===== config.mk =====
export PLATFORM = sky130hd
export DESIGN_NAME = bw_monitor_top
export DESIGN_NICKNAME = d
export VERILOG_FILES = /design/src/hw/mon_pkg.sv /design/src/hw/stats_if.sv /design/src/hw/bank_stats.sv /design/src/hw/bw_monitor_top.sv /design/src/hw/frame_timer.sv /design/src/hw/stats_axil_regs.sv
export SDC_FILE = /design/constraint.sdc
export NUM_CORES = 1
export LEC_CHECK = 0
export BUFFER_PORTS_ARGS = -buffer_cell sky130_fd_sc_hd__buf_2
export CAP_MARGIN = 40
export CELL_PAD_IN_SITES_DETAIL_PLACEMENT = 0
export CELL_PAD_IN_SITES_GLOBAL_PLACEMENT = 2
export CORE_MARGIN = 2
export CORE_UTILIZATION = 40
export CTS_CLUSTER_SIZE = 25
export DETAILED_ROUTE_END_ITERATION = 10
export GPL_TIMING_DRIVEN = 0
export HOLD_SLACK_MARGIN = 0.02
export PLACE_DENSITY = 0.95
export SETUP_SLACK_MARGIN = 0.5
export SKIP_LAST_GASP = 1
export SLEW_MARGIN = 10
export SYNTH_ARGS = -nofsm -noshare
export SYNTH_HDL_FRONTEND = slang
export SYNTH_HIERARCHICAL = 1
export SYNTH_SLANG_ARGS = --single-unit

===== constraint.sdc =====
create_clock -name clk -period 5.2 [get_ports clk]
set_clock_uncertainty 0.05 [all_clocks]
set_input_delay 1.04 -clock clk [delete_from_list [all_inputs] [get_ports clk]]
set_output_delay 1.04 -clock clk [all_outputs]
set_load 0.03 [all_outputs]

===== src/hw/mon_pkg.sv =====
package mon_pkg;

    // Bus widths of the AXI4-Lite register port.
    localparam int axil_addr_w = 8;
    localparam int axil_data_w = 32;

    // Register map.
    // Selection word with bit 0 for all banks and bits 2:1 for the bank.
    localparam logic [axil_addr_w-1:0] reg_select = 8'h00;

    // Averages over the whole frame and its two regions.
    localparam logic [axil_addr_w-1:0] reg_avg_frame = 8'h04;
    localparam logic [axil_addr_w-1:0] reg_avg_active = 8'h08;
    localparam logic [axil_addr_w-1:0] reg_avg_blank = 8'h0C;

    // Blank starts seen since reset.
    localparam logic [axil_addr_w-1:0] reg_frames = 8'h10;

    // Response codes on bresp and rresp.
    localparam logic [1:0] resp_okay = 2'd0;
    // Returned for any offset outside the map.
    localparam logic [1:0] resp_slverr = 2'd2;

endpackage


===== src/hw/stats_if.sv =====
`timescale 1ns/100ps

interface stats_if #(
    parameter int count_w = 20
);

    // Bank selection from the register block.
    logic all_banks;
    logic [1:0] bank;

    // Statistics from the counting block.
    logic [count_w-1:0] avg_frame;
    logic [count_w-1:0] avg_active;
    logic [count_w-1:0] avg_blank;
    logic [count_w-1:0] frames;

    modport regs (
        output all_banks, bank,
        input  avg_frame, avg_active, avg_blank, frames
    );

    modport stats (
        input  all_banks, bank,
        output avg_frame, avg_active, avg_blank, frames
    );

endinterface


===== src/hw/bank_stats.sv =====
`timescale 1ns/100ps

module bank_stats #(
    parameter int n_banks = 4,
    parameter int count_w = 20
) (
    input  logic               clk,
    input  logic               rst,
    input  logic [n_banks-1:0] rdy,
    input  logic               lvbl,
    stats_if.stats             st
);

    logic [n_banks-1:0] rdy_l;
    logic               lvbl_l;
    logic [n_banks-1:0] rise;
    logic               edge_now;
    logic               edge_q;
    logic               blank_start;
    logic [count_w-1:0] acc_active;
    logic [count_w-1:0] acc_blank;

    // Rising edges against the previous cycle.
    assign rise = rdy & ~rdy_l;

    // All banks merge into one event per cycle.
    // Otherwise only the selected bank is watched.
    always_comb begin
        if (st.all_banks) begin
            edge_now = |rise;
        end else begin
            edge_now = rise[st.bank];
        end
    end

    // First cycle with lvbl low.
    assign blank_start = !lvbl && lvbl_l;

    always_ff @(posedge clk) begin
        if (rst) begin
            rdy_l <= '0;
            lvbl_l <= 1'b1;
            edge_q <= 1'b0;
        end else begin
            rdy_l <= rdy;
            lvbl_l <= lvbl;
            edge_q <= edge_now;
        end
    end

    // Edges land one cycle late.
    // lvbl_l then holds the region the edge was seen in.
    always_ff @(posedge clk) begin
        if (rst) begin
            acc_active <= '0;
            acc_blank <= '0;
            st.avg_active <= '0;
            st.avg_blank <= '0;
            st.frames <= '0;
        end else if (blank_start) begin
            // New average is half the old one plus half the count.
            st.avg_active <= (st.avg_active >> 1) + (acc_active >> 1);
            st.avg_blank <= (st.avg_blank >> 1) + (acc_blank >> 1);
            st.frames <= st.frames + 1'b1;
            // Clearing wins over a pending increment.
            acc_active <= '0;
            acc_blank <= '0;
        end else if (edge_q) begin
            if (lvbl_l) begin
                acc_active <= acc_active + 1'b1;
            end else begin
                acc_blank <= acc_blank + 1'b1;
            end
        end
    end

    // Frame total trails the region averages by a cycle.
    always_ff @(posedge clk) begin
        if (rst) begin
            st.avg_frame <= '0;
        end else begin
            st.avg_frame <= st.avg_active + st.avg_blank;
        end
    end

endmodule


===== src/hw/bw_monitor_top.sv =====
`timescale 1ns/100ps

module bw_monitor_top #(
    parameter int n_banks = 4,
    parameter int count_w = 20,
    parameter int h_total = 16,
    parameter int v_total = 12,
    parameter int v_active = 8
) (
    input  logic                            clk,
    input  logic                            rst,
    input  logic [n_banks-1:0]              rdy,
    output logic                            lvbl,
    input  logic [mon_pkg::axil_addr_w-1:0] awaddr,
    input  logic                            awvalid,
    output logic                            awready,
    input  logic [mon_pkg::axil_data_w-1:0] wdata,
    input  logic                            wvalid,
    output logic                            wready,
    output logic [1:0]                      bresp,
    output logic                            bvalid,
    input  logic                            bready,
    input  logic [mon_pkg::axil_addr_w-1:0] araddr,
    input  logic                            arvalid,
    output logic                            arready,
    output logic [mon_pkg::axil_data_w-1:0] rdata,
    output logic [1:0]                      rresp,
    output logic                            rvalid,
    input  logic                            rready
);

    // Selection out and statistics back.
    stats_if #(.count_w(count_w)) st_bus ();

    // Frame timing.
    // lvbl also leaves the chip.
    frame_timer #(
        .h_total(h_total),
        .v_total(v_total),
        .v_active(v_active)
    ) frame_timer_inst (
        .clk(clk),
        .rst(rst),
        .lvbl(lvbl)
    );

    bank_stats #(
        .n_banks(n_banks),
        .count_w(count_w)
    ) bank_stats_inst (
        .clk(clk),
        .rst(rst),
        .rdy(rdy),
        .lvbl(lvbl),
        .st(st_bus.stats)
    );

    // Host access.
    stats_axil_regs stats_axil_regs_inst (
        .clk(clk),
        .rst(rst),
        .awaddr(awaddr),
        .awvalid(awvalid),
        .awready(awready),
        .wdata(wdata),
        .wvalid(wvalid),
        .wready(wready),
        .bresp(bresp),
        .bvalid(bvalid),
        .bready(bready),
        .araddr(araddr),
        .arvalid(arvalid),
        .arready(arready),
        .rdata(rdata),
        .rresp(rresp),
        .rvalid(rvalid),
        .rready(rready),
        .st(st_bus.regs)
    );

endmodule


===== src/hw/frame_timer.sv =====
`timescale 1ns/100ps

module frame_timer #(
    parameter int h_total = 16,
    parameter int v_total = 12,
    parameter int v_active = 8
) (
    input  logic clk,
    input  logic rst,
    output logic lvbl
);

    localparam int h_w = $clog2(h_total);
    localparam int v_w = $clog2(v_total);

    logic [h_w-1:0] h_cnt;
    logic [v_w-1:0] v_cnt;
    logic [v_w-1:0] v_next;
    logic line_end;
    logic frame_end;

    // Last pixel of a line and last line of a frame.
    assign line_end = h_cnt == h_w'(h_total - 1);
    assign frame_end = v_cnt == v_w'(v_total - 1);

    // Line number for the next cycle.
    always_comb begin
        if (!line_end) begin
            v_next = v_cnt;
        end else if (frame_end) begin
            v_next = '0;
        end else begin
            v_next = v_cnt + 1'b1;
        end
    end

    always_ff @(posedge clk) begin
        if (rst) begin
            h_cnt <= '0;
            v_cnt <= '0;
            // Line 0 is active.
            lvbl <= 1'b1;
        end else begin
            h_cnt <= line_end ? '0 : h_cnt + 1'b1;
            v_cnt <= v_next;
            // Registered so lvbl lines up with v_cnt.
            lvbl <= v_next < v_w'(v_active);
        end
    end

endmodule


===== src/hw/stats_axil_regs.sv =====
`timescale 1ns/100ps

module stats_axil_regs (
    input  logic                            clk,
    input  logic                            rst,
    input  logic [mon_pkg::axil_addr_w-1:0] awaddr,
    input  logic                            awvalid,
    output logic                            awready,
    input  logic [mon_pkg::axil_data_w-1:0] wdata,
    input  logic                            wvalid,
    output logic                            wready,
    output logic [1:0]                      bresp,
    output logic                            bvalid,
    input  logic                            bready,
    input  logic [mon_pkg::axil_addr_w-1:0] araddr,
    input  logic                            arvalid,
    output logic                            arready,
    output logic [mon_pkg::axil_data_w-1:0] rdata,
    output logic [1:0]                      rresp,
    output logic                            rvalid,
    input  logic                            rready,
    stats_if.regs                           st
);

    import mon_pkg::*;

    logic                   wr_accept;
    logic                   rd_accept;
    logic [axil_data_w-1:0] rd_data;
    logic [1:0]             rd_resp;

    // True for the five offsets in the map.
    function automatic logic is_mapped(input logic [axil_addr_w-1:0] addr);
        case (addr)
            reg_select, reg_avg_frame, reg_avg_active, reg_avg_blank, reg_frames:
                return 1'b1;
            default:
                return 1'b0;
        endcase
    endfunction

    // Address and data are taken together.
    // A pending response holds off the next write.
    assign wr_accept = awvalid && wvalid && !bvalid;
    assign awready = wr_accept;
    assign wready = wr_accept;

    // One read in flight.
    assign rd_accept = arvalid && !rvalid;
    assign arready = rd_accept;

    // Write channel and selection register.
    always_ff @(posedge clk) begin
        if (rst) begin
            bvalid <= 1'b0;
            st.all_banks <= 1'b1;
            st.bank <= 2'd0;
        end else begin
            if (wr_accept) begin
                bvalid <= 1'b1;
            end else if (bready) begin
                bvalid <= 1'b0;
            end
            // Only the selection word is writable.
            if (wr_accept && awaddr == reg_select) begin
                st.all_banks <= wdata[0];
                st.bank <= wdata[2:1];
            end
        end
    end

    always_ff @(posedge clk) begin
        if (wr_accept) begin
            bresp <= is_mapped(awaddr) ? resp_okay : resp_slverr;
        end
    end

    // Read mux with the statistics zero-extended.
    always_comb begin
        rd_data = '0;
        rd_resp = resp_okay;
        case (araddr)
            reg_select:     rd_data = axil_data_w'({st.bank, st.all_banks});
            reg_avg_frame:  rd_data = axil_data_w'(st.avg_frame);
            reg_avg_active: rd_data = axil_data_w'(st.avg_active);
            reg_avg_blank:  rd_data = axil_data_w'(st.avg_blank);
            reg_frames:     rd_data = axil_data_w'(st.frames);
            default:        rd_resp = resp_slverr;
        endcase
    end

    always_ff @(posedge clk) begin
        if (rst) begin
            rvalid <= 1'b0;
        end else if (rd_accept) begin
            rvalid <= 1'b1;
        end else if (rready) begin
            rvalid <= 1'b0;
        end
    end

    // Data is sampled in the acceptance cycle and held until taken.
    always_ff @(posedge clk) begin
        if (rd_accept) begin
            rdata <= rd_data;
            rresp <= rd_resp;
        end
    end

endmodule


==> metrics.txt <==
Netlist Area Pre-Place=9432 µm²; via count=7,788; DRC Markers=0; Final Critical Period=2776 ps; # setup viols final=0; Via density=5.302; HPWL Detailed=17,970 µm; max-slew violations=0; worst stage delay on the critical path=630 ps; Synth Area per Inst=9.000 µm²; pin count of the biggest net entering global routing=19; Placer Congestion=0.8404; CP Data Required Time=5410 ps; CTS tree=built; Final Core Density=46.28%; Seq/Total Area, Yosys=36.72%; GRT overflow=0; M1 GR Usage=26.45%; M3 GR Usage=2.753%; CP Class=input port to flop; core area=23,330 µm²; row count=56; die height=157.6 µm; CP max stage cell=clkbuf_1; Inserted Diodes=0; vias in the first global route=7,530; TNS Setup=0 ps; DP Cell Count=1,437; WL per Instance=16.04 µm; CP Cell Sequence=buf_2, clkbuf_1, clkbuf_1, clkbuf_1, a211oi_1; Resize count post-CTS=0; initial antenna violation count=0; clock slew at reported path FFs=60 ps; Skew-Pair Late Insertion Delay=430 ps; Post-synth EDFFs=22; Yosys reg bits=162; CP bufs+invs=4; Die Area=24,820 µm²; Critical Path AT=2990 ps; final hold violations=0; commonest non-fill, non-tap cell in the layout=dfxtp_1; fraction of registers with async set/reset=0%; worst-path fanout max=10; clock buffer depth=2; Leakage Power=4.400 nW; CP dominant cell by count=clkbuf_1; Die X-Extent=157.6 µm; yosys warns=6; GR Layer Usage met2=33.08%; num ports=101; cts hold-fix bufs=0; TritonCTS buffer count=17; fin nets=1,261; first-pass iteration count of the detailed router=5; Post-Synthesis Cells=1,048; # H-tree levels=4; Initial DRC Count=350; Final ANT Viol Nets=0; Post CTS Setup Buffer Count=0; Max-slew headroom=44.73%; status=finished clean; Routed WL=23,570 µm; Finished Layout Cells=1,469; Sink Count=162; GRT Resource Usage Total=19.87%; Yosys cell types=86; number of port buffers=56; Final Cycle Share=53.38%; Root Driver=clkbuf_16; top_reg_cell synth=dfxtp_1; RSZ-0062 raised after global routing=false; Max Clk Rate=0.3602 GHz; CP top delay family=buffers and inverters; most frequent cells in the layout=dfxtp_1 (140), nor2_1 (117), nand2_1 (87); MaxCap Viol Count=0; CP Capture Type=flop; Initial Util=40.42%; power per cell area=256.1 nW/µm²; area delta synth->final=14.49%; first-pass GRT wire length=38,530 µm; Hold Crit Class=flop to flop; fraction of layout cells with a size suffix above 1=13.39%; startpoint types=input port; Least-Margin Pin Slew=829.1 ps; GRT Max-Usage Layer=met2; worst vdd ir=0.0002104 V
==> where the power goes <==
group	internal, W	switching, W
logic	0.0000472	0.0000986
registers	0.00128	0.00000814
clock network	0.000800	0.000529
==> worst paths after layout <==
kind	startpoint	end	slack [ps]	cells past startpoint
worst min-delay path	frame_timer_inst/h_cnt[0]	frame_timer_inst/h_cnt[0]	430	1
worst min register to register	frame_timer_inst/h_cnt[0]	frame_timer_inst/h_cnt[0]	430	1
worst max register to register	bank_stats_inst/st.avg_blank[1]	bank_stats_inst/st.avg_blank[16]	2520	9
worst max-delay path	rst	bank_stats_inst/edge_q	2420	5
==> synthesized netlist by cell type (11+ instances only) <==
master      n  area, µm²
and3_1     12      75.07
a22oi_1    17      127.6
mux2i_1    19      190.2
nand3_1    30      150.1
or3_1      15      93.84
edfxtp_1   22      660.6
ha_1       62      775.7
nor2_1    117      439.2
dfxtp_1   140       2803
nor3_1     13      65.06
a21oi_1    72      360.4
nand4_1    23      143.9
a211oi_1   17      127.6
nor2b_1    19      118.9
o22ai_1    12      75.07
nand2b_1   11      68.82
buf_4      17      127.6
o21ai_0    37      185.2
nand2_1    87      326.6
xor2_1     52      455.4
inv_1      15      56.30
xnor2_1    33      289.0
clkbuf_1   22      82.58
a21o_1     22      165.2
==> stage by stage <==
| stage | area [µm²] | power [W] | hold WS (ps) | worst slack, ps |
|---|---|---|---|---|
| floorplan | 9480 | 0.001416 | 398.4 | 1716 |
| global placement | 10160 | 0.001462 | 413.4 | 1247 |
| detailed placement | 10180 | 0.001465 | 426.0 | 1953 |
| CTS | 10800 | 0.002788 | 433.6 | 2390 |
| global route | 10800 | 0.002844 | 467.5 | 2213 |
| finish | 10800 | 0.002766 | 432.5 | 2424 |
==> worst register-to-register path: stages, from the launching register on <==
cell	delay, ps
dfxtp_1	400
ha_1	280
fa_1	440
a211oi_1	290
o21bai_1	150
a21oi_2	250
o21ai_1	150
a21oi_2	280
a2111o_1	190
o211ai_1	90
==> kinds of logic after synthesis <==
family          count (synthesis)  synth area share [%]
xor+xnor                       85                 7.893
fa+ha+maj                      65                 8.862
compound gates                269                 19.50
mux                            31                 3.608
other cells                     1               0.03976
simple gates                  365                 19.40
buf+inv                        70                 3.980
flops                         162                 36.72
==> registers in the layout, summed over array words and instances, names as in the netlist, named ones only <==
register                           cells
bank_stats_inst/st.avg_frame          20
stats_axil_regs_inst/rdata            20
stats_axil_regs_inst/st.all_banks      1
bank_stats_inst/edge_q                 1
bank_stats_inst/rdy_l                  4
bank_stats_inst/acc_blank             20
stats_axil_regs_inst/rresp             1
frame_timer_inst/h_cnt                 4
stats_axil_regs_inst/st.bank           2
frame_timer_inst/lvbl                  1
stats_axil_regs_inst/bvalid            1
frame_timer_inst/v_cnt                 3
bank_stats_inst/st.avg_blank          20
bank_stats_inst/lvbl_l                 1
stats_axil_regs_inst/bresp             1
bank_stats_inst/st.frames             20
bank_stats_inst/st.avg_active         20
stats_axil_regs_inst/rvalid            1
bank_stats_inst/acc_active            20
==> layer usage <==
metal  vias to the layer above  routed length [µm]
li1                       3986                   -
met1                      3613               11400
met2                       155               10780
met3                        34                 891
met4                         0                 493
met5                         -                   0
==> final cells by class <==
class / instances / area (µm²)
Clock inverter: 11 / 148.9
Tap cell: 319 / 399.1
Fill cell: 2309 / 12530
Buffer: 55 / 319.1
Inverter: 15 / 56.30
Clock buffer: 21 / 471.7
Timing Repair Buffer: 57 / 295.3
Sequential cell: 162 / 3463
Multi-Input combinational cell: 829 / 5644
Note: power is estimated with default switching activity, not from simulation.
